<file path="src/common/sbuf_cfg.svh">
`ifndef SBUF_CFG_SVH
`define SBUF_CFG_SVH

// Datapath and bank geometry.
`define SBUF_DATA_W 16
`define SBUF_ADDR_W 14
`define SBUF_DEPTH 64

// Sliding window: lanes per window, channels, columns.
`define SBUF_L_COUNT 4
`define SBUF_C_COUNT 3
`define SBUF_W_COUNT 5
`define SBUF_W_STEP 4 // Address stride per column.

// Holds every read in flight plus one.
`define SBUF_QUEUE_DEPTH 4

`endif

</file>
<file path="src/common/sbuf_pkg.sv">
`default_nettype none

`include "sbuf_cfg.svh"

package sbuf_pkg;

	typedef logic [`SBUF_DATA_W-1:0] feat_t;
	typedef logic [`SBUF_ADDR_W-1:0] addr_t;

	// Addressed bank 1 write from the pooling or element-wise engine.
	typedef struct packed {
		addr_t addr;
		feat_t pool;
		feat_t eltwise;
		logic eltwise_sel; // Picks the element-wise word.
	} bank1_wr_t;

	// One item of the output stream.
	typedef struct packed {
		feat_t feat0; // From bank 0.
		feat_t feat1; // From bank 1.
	} feat_pair_t;

endpackage

`default_nettype wire

</file>
<file path="src/design/feature_bank.sv">
`timescale 1ns/100ps
`default_nettype none

`include "sbuf_cfg.svh"

module feature_bank (
	input wire logic clk,
	input wire logic i_wen,
	input wire sbuf_pkg::addr_t i_waddr,
	input wire sbuf_pkg::feat_t i_wdata,
	input wire sbuf_pkg::addr_t i_raddr,
	output sbuf_pkg::feat_t o_rdata
);

	localparam IDX_W = $clog2(`SBUF_DEPTH);

	sbuf_pkg::feat_t mem [`SBUF_DEPTH];
	sbuf_pkg::addr_t raddr_q;
	sbuf_pkg::feat_t rdata_q;
	sbuf_pkg::feat_t rdata_pipe;

	always_ff @(posedge clk) begin
		if (i_wen) begin
			mem[i_waddr[IDX_W-1:0]] <= i_wdata;
		end
	end

	// Address register, array read, output stage.
	always_ff @(posedge clk) begin
		raddr_q <= i_raddr;
		rdata_q <= mem[raddr_q[IDX_W-1:0]]; // Old data on a same-cycle write.
		rdata_pipe <= rdata_q;
	end

	assign o_rdata = rdata_pipe;

	a_waddr_range: assert property (@(posedge clk) i_wen |-> i_waddr < `SBUF_DEPTH);

endmodule

`default_nettype wire

</file>
<file path="src/design/scan_addr_gen.sv">
`timescale 1ns/100ps
`default_nettype none

`include "sbuf_cfg.svh"

module scan_addr_gen (
	input wire logic clk,
	input wire logic i_reset,
	input wire logic i_start,
	input wire logic i_pair_taken,
	output sbuf_pkg::addr_t o_raddr,
	output logic o_issue,
	output logic o_busy,
	output logic o_last_issued
);

	localparam L_W = $clog2(`SBUF_L_COUNT);
	localparam C_W = $clog2(`SBUF_C_COUNT);
	localparam W_W = $clog2(`SBUF_W_COUNT);
	localparam CR_W = $clog2(`SBUF_QUEUE_DEPTH + 1);

	logic [L_W-1:0] l_cnt;
	logic [C_W-1:0] c_cnt;
	logic [W_W-1:0] w_cnt;
	logic [CR_W-1:0] credits;
	logic [CR_W-1:0] outstanding;
	logic running;
	logic all_issued;
	logic start_ok;
	logic l_last;
	logic c_last;
	logic final_step;

	assign start_ok = i_start && !o_busy;
	assign o_issue = (running || start_ok) && (credits != '0); // First read in the start cycle.

	assign l_last = l_cnt == L_W'(`SBUF_L_COUNT - 1);
	assign c_last = c_cnt == C_W'(`SBUF_C_COUNT - 1);
	assign final_step = l_last && c_last && (w_cnt == W_W'(`SBUF_W_COUNT - 1));

	assign o_raddr = sbuf_pkg::addr_t'(w_cnt) * sbuf_pkg::addr_t'(`SBUF_W_STEP)
		+ sbuf_pkg::addr_t'(c_cnt) + sbuf_pkg::addr_t'(l_cnt);

	// Pairs issued but not yet taken downstream.
	assign outstanding = CR_W'(`SBUF_QUEUE_DEPTH) - credits;
	assign o_last_issued = all_issued;

	// Lane fastest, then channel, then column.
	always_ff @(posedge clk) begin
		if (i_reset) begin
			l_cnt <= '0;
			c_cnt <= '0;
			w_cnt <= '0;
		end else if (o_issue) begin
			if (final_step) begin
				l_cnt <= '0;
				c_cnt <= '0;
				w_cnt <= '0;
			end else if (l_last && c_last) begin
				l_cnt <= '0;
				c_cnt <= '0;
				w_cnt <= w_cnt + 1'b1;
			end else if (l_last) begin
				l_cnt <= '0;
				c_cnt <= c_cnt + 1'b1;
			end else begin
				l_cnt <= l_cnt + 1'b1;
			end
		end
	end

	always_ff @(posedge clk) begin
		if (i_reset) begin
			credits <= CR_W'(`SBUF_QUEUE_DEPTH);
		end else begin
			case ({o_issue, i_pair_taken})
				2'b10: credits <= credits - 1'b1;
				2'b01: credits <= credits + 1'b1;
				default: credits <= credits;
			endcase
		end
	end

	always_ff @(posedge clk) begin
		if (i_reset) begin
			running <= 1'b0;
			all_issued <= 1'b0;
			o_busy <= 1'b0;
		end else begin
			if (start_ok) begin
				running <= 1'b1;
				o_busy <= 1'b1;
			end
			if (o_issue && final_step) begin
				running <= 1'b0;
				all_issued <= 1'b1;
			end
			// Scan ends as the final pair leaves.
			if (all_issued && i_pair_taken && outstanding == CR_W'(1)) begin
				all_issued <= 1'b0;
				o_busy <= 1'b0;
			end
		end
	end

	a_credit_max: assert property (@(posedge clk) disable iff (i_reset)
		credits <= CR_W'(`SBUF_QUEUE_DEPTH));
	a_raddr_range: assert property (@(posedge clk) disable iff (i_reset)
		o_issue |-> o_raddr < `SBUF_DEPTH);

endmodule

`default_nettype wire

</file>
<file path="src/design/pair_queue.sv">
`timescale 1ns/100ps
`default_nettype none

`include "sbuf_cfg.svh"

module pair_queue (
	input wire logic clk,
	input wire logic i_reset,
	input wire logic i_push,
	input wire sbuf_pkg::feat_pair_t i_pair,
	output logic o_valid,
	output sbuf_pkg::feat_pair_t o_pair,
	input wire logic i_ready
);

	localparam DEPTH = `SBUF_QUEUE_DEPTH;
	localparam PTR_W = $clog2(DEPTH);
	localparam CNT_W = $clog2(DEPTH + 1);

	sbuf_pkg::feat_pair_t mem [DEPTH];
	logic [PTR_W-1:0] wr_ptr;
	logic [PTR_W-1:0] rd_ptr;
	logic [CNT_W-1:0] count;
	logic pop;

	assign o_valid = count != '0;
	assign o_pair = mem[rd_ptr]; // Held until popped.
	assign pop = o_valid && i_ready;

	always_ff @(posedge clk) begin
		if (i_push) begin
			mem[wr_ptr] <= i_pair;
		end
	end

	always_ff @(posedge clk) begin
		if (i_reset) begin
			wr_ptr <= '0;
			rd_ptr <= '0;
			count <= '0;
		end else begin
			if (i_push) begin
				wr_ptr <= (wr_ptr == PTR_W'(DEPTH - 1)) ? '0 : wr_ptr + 1'b1;
			end
			if (pop) begin
				rd_ptr <= (rd_ptr == PTR_W'(DEPTH - 1)) ? '0 : rd_ptr + 1'b1;
			end
			case ({i_push, pop})
				2'b10: count <= count + 1'b1;
				2'b01: count <= count - 1'b1;
				default: count <= count;
			endcase
		end
	end

	a_no_overflow: assert property (@(posedge clk) disable iff (i_reset)
		i_push |-> count != CNT_W'(DEPTH));

endmodule

`default_nettype wire

</file>
<file path="src/stream_buffer/stream_buffer.sv">
`timescale 1ns/100ps
`default_nettype none

`include "sbuf_cfg.svh"

module stream_buffer (
	input wire logic clk,
	input wire logic i_reset,
	input wire logic i_ddr_valid,
	input wire sbuf_pkg::feat_t i_ddr_data,
	output logic o_ddr_ready,
	input wire logic i_wr_valid,
	input wire sbuf_pkg::bank1_wr_t i_wr,
	input wire logic i_start,
	output logic o_feat_valid,
	output sbuf_pkg::feat_pair_t o_feat,
	input wire logic i_feat_ready,
	output logic o_done,
	output logic o_busy
);

	localparam RD_LAT = 3; // Bank read latency.

	sbuf_pkg::addr_t load_ptr;
	sbuf_pkg::addr_t scan_addr;
	sbuf_pkg::feat_t b1_wdata;
	sbuf_pkg::feat_t b0_rdata;
	sbuf_pkg::feat_t b1_rdata;
	sbuf_pkg::feat_pair_t rd_pair;
	logic ddr_fire;
	logic scan_issue;
	logic pair_taken;
	logic busy_q;
	logic [RD_LAT-1:0] rd_valid;

	assign o_ddr_ready = !o_busy;
	assign ddr_fire = i_ddr_valid && o_ddr_ready;

	// DDR words fill bank 0 in order.
	always_ff @(posedge clk) begin
		if (i_reset || o_done) begin
			load_ptr <= '0;
		end else if (ddr_fire) begin
			if (load_ptr == sbuf_pkg::addr_t'(`SBUF_DEPTH - 1)) begin
				load_ptr <= '0;
			end else begin
				load_ptr <= load_ptr + 1'b1;
			end
		end
	end

	assign b1_wdata = i_wr.eltwise_sel ? i_wr.eltwise : i_wr.pool;

	feature_bank bank0_i (
		.clk(clk),
		.i_wen(ddr_fire),
		.i_waddr(load_ptr),
		.i_wdata(i_ddr_data),
		.i_raddr(scan_addr),
		.o_rdata(b0_rdata)
	);

	feature_bank bank1_i (
		.clk(clk),
		.i_wen(i_wr_valid),
		.i_waddr(i_wr.addr),
		.i_wdata(b1_wdata),
		.i_raddr(scan_addr),
		.o_rdata(b1_rdata)
	);

	scan_addr_gen scan_addr_gen_i (
		.clk(clk),
		.i_reset(i_reset),
		.i_start(i_start),
		.i_pair_taken(pair_taken),
		.o_raddr(scan_addr),
		.o_issue(scan_issue),
		.o_busy(o_busy),
		.o_last_issued()
	);

	// Read-valid flag alongside the bank pipeline.
	always_ff @(posedge clk) begin
		if (i_reset) begin
			rd_valid <= '0;
		end else begin
			rd_valid <= {rd_valid[RD_LAT-2:0], scan_issue};
		end
	end

	assign rd_pair.feat0 = b0_rdata;
	assign rd_pair.feat1 = b1_rdata;

	pair_queue pair_queue_i (
		.clk(clk),
		.i_reset(i_reset),
		.i_push(rd_valid[RD_LAT-1]),
		.i_pair(rd_pair),
		.o_valid(o_feat_valid),
		.o_pair(o_feat),
		.i_ready(i_feat_ready)
	);

	assign pair_taken = o_feat_valid && i_feat_ready;

	always_ff @(posedge clk) begin
		if (i_reset) begin
			busy_q <= 1'b0;
		end else begin
			busy_q <= o_busy;
		end
	end

	assign o_done = busy_q && !o_busy; // Busy falls only at scan end.

	// Done leaves nothing behind in the read path.
	a_done_drained: assert property (@(posedge clk) disable iff (i_reset)
		o_done |-> !o_feat_valid && rd_valid == '0);

endmodule

`default_nettype wire

</file>
<file path="src/design/stream_buffer_top.sv">
`timescale 1ns/100ps
`default_nettype none

module stream_buffer_top (
	input wire logic clk,
	input wire logic i_reset,
	input wire logic i_ddr_valid,
	input wire sbuf_pkg::feat_t i_ddr_data,
	output logic o_ddr_ready,
	input wire logic i_wr_valid,
	input wire sbuf_pkg::bank1_wr_t i_wr,
	input wire logic i_start,
	output logic o_feat_valid,
	output sbuf_pkg::feat_pair_t o_feat,
	input wire logic i_feat_ready,
	output logic o_done,
	output logic o_busy
);

	stream_buffer stream_buffer_i (
		.clk(clk),
		.i_reset(i_reset),
		.i_ddr_valid(i_ddr_valid),
		.i_ddr_data(i_ddr_data),
		.o_ddr_ready(o_ddr_ready),
		.i_wr_valid(i_wr_valid),
		.i_wr(i_wr),
		.i_start(i_start),
		.o_feat_valid(o_feat_valid),
		.o_feat(o_feat),
		.i_feat_ready(i_feat_ready),
		.o_done(o_done),
		.o_busy(o_busy)
	);

endmodule

`default_nettype wire

</file>
<file path="config.mk">
export PLATFORM = sky130hd
export DESIGN_NAME = stream_buffer_top
export DESIGN_NICKNAME = d
export VERILOG_FILES = /design/src/common/sbuf_pkg.sv /design/src/design/feature_bank.sv /design/src/design/scan_addr_gen.sv /design/src/design/pair_queue.sv /design/src/stream_buffer/stream_buffer.sv /design/src/design/stream_buffer_top.sv
export VERILOG_INCLUDE_DIRS = /design/src /design/src/common
export SDC_FILE = /design/constraint.sdc
export NUM_CORES = 2
export LEC_CHECK = 0
export BUFFER_PORTS_ARGS = -buffer_cell sky130_fd_sc_hd__buf_2
export CAP_MARGIN = 15
export CORE_UTILIZATION = 56
export DETAILED_ROUTE_END_ITERATION = 10
export GPL_TIMING_DRIVEN = 0
export HOLD_SLACK_MARGIN = 0.12
export PLACE_DENSITY_LB_ADDON = 0.3
export SYNTH_ARGS = -nofsm -noshare
export SYNTH_HDL_FRONTEND = slang
export SYNTH_SLANG_ARGS = --single-unit
</file>
<file path="constraint.sdc">
create_clock -name clk -period 2.45 [get_ports clk]
set_clock_uncertainty 0.05 [all_clocks]
set_input_delay 0.49 -clock clk [delete_from_list [all_inputs] [get_ports clk]]
set_output_delay 0.49 -clock clk [all_outputs]
set_load 0.05 [all_outputs]
</file>
==> run_results.csv <==
group,metric,value,unit
yosys,post_synth.cell_area_avg,21.3,µm²
power,power.ir.vdd_worst,839,µV
yosys,most_frequently_used_cell_type_in_the_post_synthesis_netlist,"edfxtp_1",
cts,cts_max_path_buffers,3,
floorplan,area_of_the_die,0.157,mm²
yosys,postSynth.asyncResetShare,0,%
critical_path,worst-path-stages,7,
floorplan,dieHeight,396,µm
floorplan,design.portCount,105,
cts,worst_setup_hold_path_clk_slew,70,ps
cts,tritoncts,"yes",
critical_path,worst-path-buf-inv,3,
global_routing,grt_pass1_vias,47857,
cts,worst_skew_pair.late_latency,890,ps
critical_path,worstSetupEndpointType,"flop",
placement,gp_congestion,0.982,
cts,tritoncts.num_buffers,215,
floorplan,placementRows,144,
cts,numClockSinks,2286,
yosys,yosysUniqueCellTypes,64,
global_routing,grt_first_pass_wirelength,378,mm
timing,finalCriticalPeriod,3000,ps
cells_and_area,multi_input_comb_area,0.0208,mm²
detailed_routing,total_detailed_routing_wirelength,290,mm
timing,finalSetupViolations,163,
floorplan,floorplan.core_area,0.154,mm²
cells_and_area,stdcell_count,7024,
global_routing,grtUsageTotal,35.7,%
floorplan,initial_utilization,56.3,%
yosys,synthDominantCellAreaShare,75.3,%
detailed_routing,vias,50529,
timing,layout_setup_ws,-547,ps
timing,fmax,334,MHz
placement,numPortBuffers,94,
critical_path,critical-path-slowest-cell,"o211ai_1",
timing,tightestPinTransition,1390,ps
yosys,syn_inst,4082,
placement,placement.setup.worst_slack,-2170,ps
outcome,failing_checks,"negative setup slack",
yosys,synthesis.yosys.warnings,0,
cells_and_area,number_of_filler_cells_placed_in_the_layout,8508,
global_routing,grt_antenna_before_repair,11,
yosys,synth_top_flop_cell,"edfxtp_1",
placement,hpwlAfterDp,170,mm
timing,final_hold_viol_count,0,
critical_path,ff2ff_path_depth,7,
global_routing,grt_max_degree,65,
critical_path,worst_path_largest_cell_delay,810,ps
cells_and_area,drive_above_1_share,39.4,%
yosys,netlist_area,0.0868,mm²
timing,finalMaxSlewViolations,0,
yosys,cell_type_with_the_highest_aggregate_area_in_the_netlist,"edfxtp_1",
detailed_routing,drt.antenna.violating_nets,0,
timing,final.setup.tns,-25740,ps
critical_path,required,3100,ps
detailed_routing,drt_pre_antenna_iters,7,
yosys,number_of_enable_flip_flop_cells_after_synthesis,2176,
critical_path,worst-path-max-fanout,7,
detailed_routing,routed_wire_length_per_instance,41.3,µm
timing,timing.max_slew.rel_slack,7.21,%
yosys,yosys_register_bits,2286,
yosys,synth_fp_nets,4169,
cells_and_area,fin_nets,4881,
job,number_of_violations_of_the_max_capacitance_limit,0,
min_path,hold-path-cell-count,2,
power,static_leakage,34.1,nW
min_path,holdCritPathClass,"input pin to flop",
yosys,synth_top_cells_by_count,"edfxtp_1 (2176), mux4_2 (488), nor2_1 (212), mux2i_1 (132), nand2_1 (128)",
placement,postPlaceCellArea,0.0926,mm²
cells_and_area,area_growth,24.2,%
critical_path,start_kind,"flop",
detailed_routing,detail_route.drc_violations,0,
critical_path,path_delay_family,"compound AO/OA/AOI/OAI gates",
detailed_routing,starting_drc_count_in_detailed_routing,8878,
cells_and_area,layout.core_utilization,70.0,%
timing,grt_setup_unrepaired,"true",
yosys,yosysSeqAreaShare,77.8,%
placement,placed_cells_incl_taps,6355,
floorplan,dieWidth,396,µm
outcome,outcome,"finished, violations left",
critical_path,crit_type,"flop to flop",
global_routing,grt_overflow_total,0,
power,power_density,886,mW/mm²
yosys,synth.top_cells.by_area,"edfxtp_1 (75%), mux4_2 (13%), dfxtp_1 (2.5%)",
detailed_routing,post_drt_via_cell_ratio,7.19,
critical_path,path_cells,"buf_12, buf_12, buf_16, mux4_2, mux2_2, o211ai_1, a21oi_4",
cells_and_area,finish.instance_area,0.108,mm²
timing,timing.final.crit_share,122,%
cells_and_area,layout.area.seq,0.0676,mm²
cts,clock_tree.root_cell,"clkbuf_16",
critical_path,cp_common_cell,"buf_12",
critical_path,critPathArrivalTime,3650,ps
cts,cts.htree.levels,4,
[flip-flops by register name (all words and copies together), names as in the netlist, named ones only]
name and count:
stream_buffer_i.bank0_i.mem 1024, stream_buffer_i.bank1_i.mem 1024, stream_buffer_i.pair_queue_i.mem 128, stream_buffer_i.bank0_i.o_rdata 16, stream_buffer_i.bank0_i.rdata_q 16, stream_buffer_i.bank1_i.o_rdata 16
stream_buffer_i.bank1_i.rdata_q 16, stream_buffer_i.load_ptr 14, stream_buffer_i.bank0_i.raddr_q 6, stream_buffer_i.pair_queue_i.count 3, stream_buffer_i.rd_valid 3, stream_buffer_i.scan_addr_gen_i.credits 3
stream_buffer_i.scan_addr_gen_i.w_cnt 3, stream_buffer_i.pair_queue_i.rd_ptr 2, stream_buffer_i.pair_queue_i.wr_ptr 2, stream_buffer_i.scan_addr_gen_i.c_cnt 2, stream_buffer_i.scan_addr_gen_i.l_cnt 2, stream_buffer_i.busy_q 1
stream_buffer_i.scan_addr_gen_i.o_busy 1, stream_buffer_i.scan_addr_gen_i.o_last_issued 1, stream_buffer_i.scan_addr_gen_i.running 1
[worst paths after layout]
check / slack (ps) / from / to
min: 110 / i_wr[14] / stream_buffer_i.bank1_i.mem[40][13]
max reg2reg: -550 / stream_buffer_i.bank0_i.raddr_q[1] / stream_buffer_i.bank1_i.rdata_q[12]
max: -550 / stream_buffer_i.bank0_i.raddr_q[1] / stream_buffer_i.bank1_i.rdata_q[12]
min reg2reg: 280 / stream_buffer_i.bank0_i.rdata_q[9] / stream_buffer_i.bank0_i.o_rdata[9]
[per-layer routing]
metal	vias up	GRT usage (%)	wire (µm)
li1	18434	-	-
met4	16	23.0	24500
met1	25553	44.4	91800
met3	1258	14.1	46000
met2	5268	52.5	127000
met5	-	0.369	235
[layout by cell type, fill, tap and decap left out, types with 17 or more instances in the layout]
| master | instances |
|---|---|
| edfxtp_1 | 2176 |
| mux4_2 | 488 |
| clkbuf_16 | 227 |
| buf_4 | 156 |
| buf_8 | 131 |
| mux2i_1 | 121 |
| nand2_1 | 110 |
| buf_6 | 103 |
| dfxtp_1 | 100 |
| buf_12 | 99 |
| buf_16 | 80 |
| nor2_1 | 77 |
| nor2_2 | 75 |
| buf_2 | 66 |
| nor2_4 | 61 |
| clkbuf_1 | 55 |
| o22ai_1 | 50 |
| o22ai_2 | 42 |
| mux2_2 | 39 |
| clkinv_1 | 37 |
| clkinv_2 | 32 |
| nor2b_1 | 30 |
| a21oi_1 | 29 |
| o22ai_4 | 28 |
| bufinv_16 | 23 |
| clkbuf_8 | 22 |
| nor4_4 | 22 |
| a211oi_2 | 20 |
| a21oi_2 | 19 |
| inv_1 | 18 |
| a211oi_1 | 17 |
| nand3_1 | 17 |
[timing repair]
action                                  CTS  global route
hold endpoints to repair                 23           149
gates resized for setup                 939           232
endpoints found under the setup margin  835           354
setup buffers                           144            97
gates cloned                             12             6
hold buffers                              5            11
pin swaps                                99            89
[final cells by class]
| type | instances | share of cell area, % |
|---|---|---|
| Clock inverter | 120 | 1.30 |
| Antenna cell | 7 | 0.0162 |
| Clock buffer | 276 | 5.42 |
| Tap cell | 2044 | 2.37 |
| Sequential cell | 2286 | 62.7 |
| Inverter | 21 | 0.0777 |
| Multi-Input combinational cell | 1564 | 19.3 |
| Timing Repair Buffer | 517 | 6.24 |
| Buffer | 189 | 2.59 |
[cells by family (layout without fill, tap and decap cells)]
logic type,after synthesis,count (layout),synth area share (%)
other cells,0,7,0
mux,675,675,14.9
flops,2286,2286,77.8
simple gates,520,520,2.76
xor+xnor,21,21,0.212
buf+inv,232,1123,1.48
compound gates,330,330,2.54
fa+ha+maj,18,18,0.285
[power by group]
| group | internal [W] | switching, W |
|---|---|---|
| clock | 0.0194 | 0.0152 |
| sequential | 0.0436 | 0.000396 |
| combinational | 0.00752 | 0.00939 |
[per-stage QoR]
stage,total power [W],hold WS [ps]
after global placement,0.0556,261
after floorplan,0.0514,260
after CTS,0.0930,254
after global routing,0.0968,124
after detailed placement,0.0559,262
final,0.0955,106
Note: power is estimated with default switching activity, not from simulation.
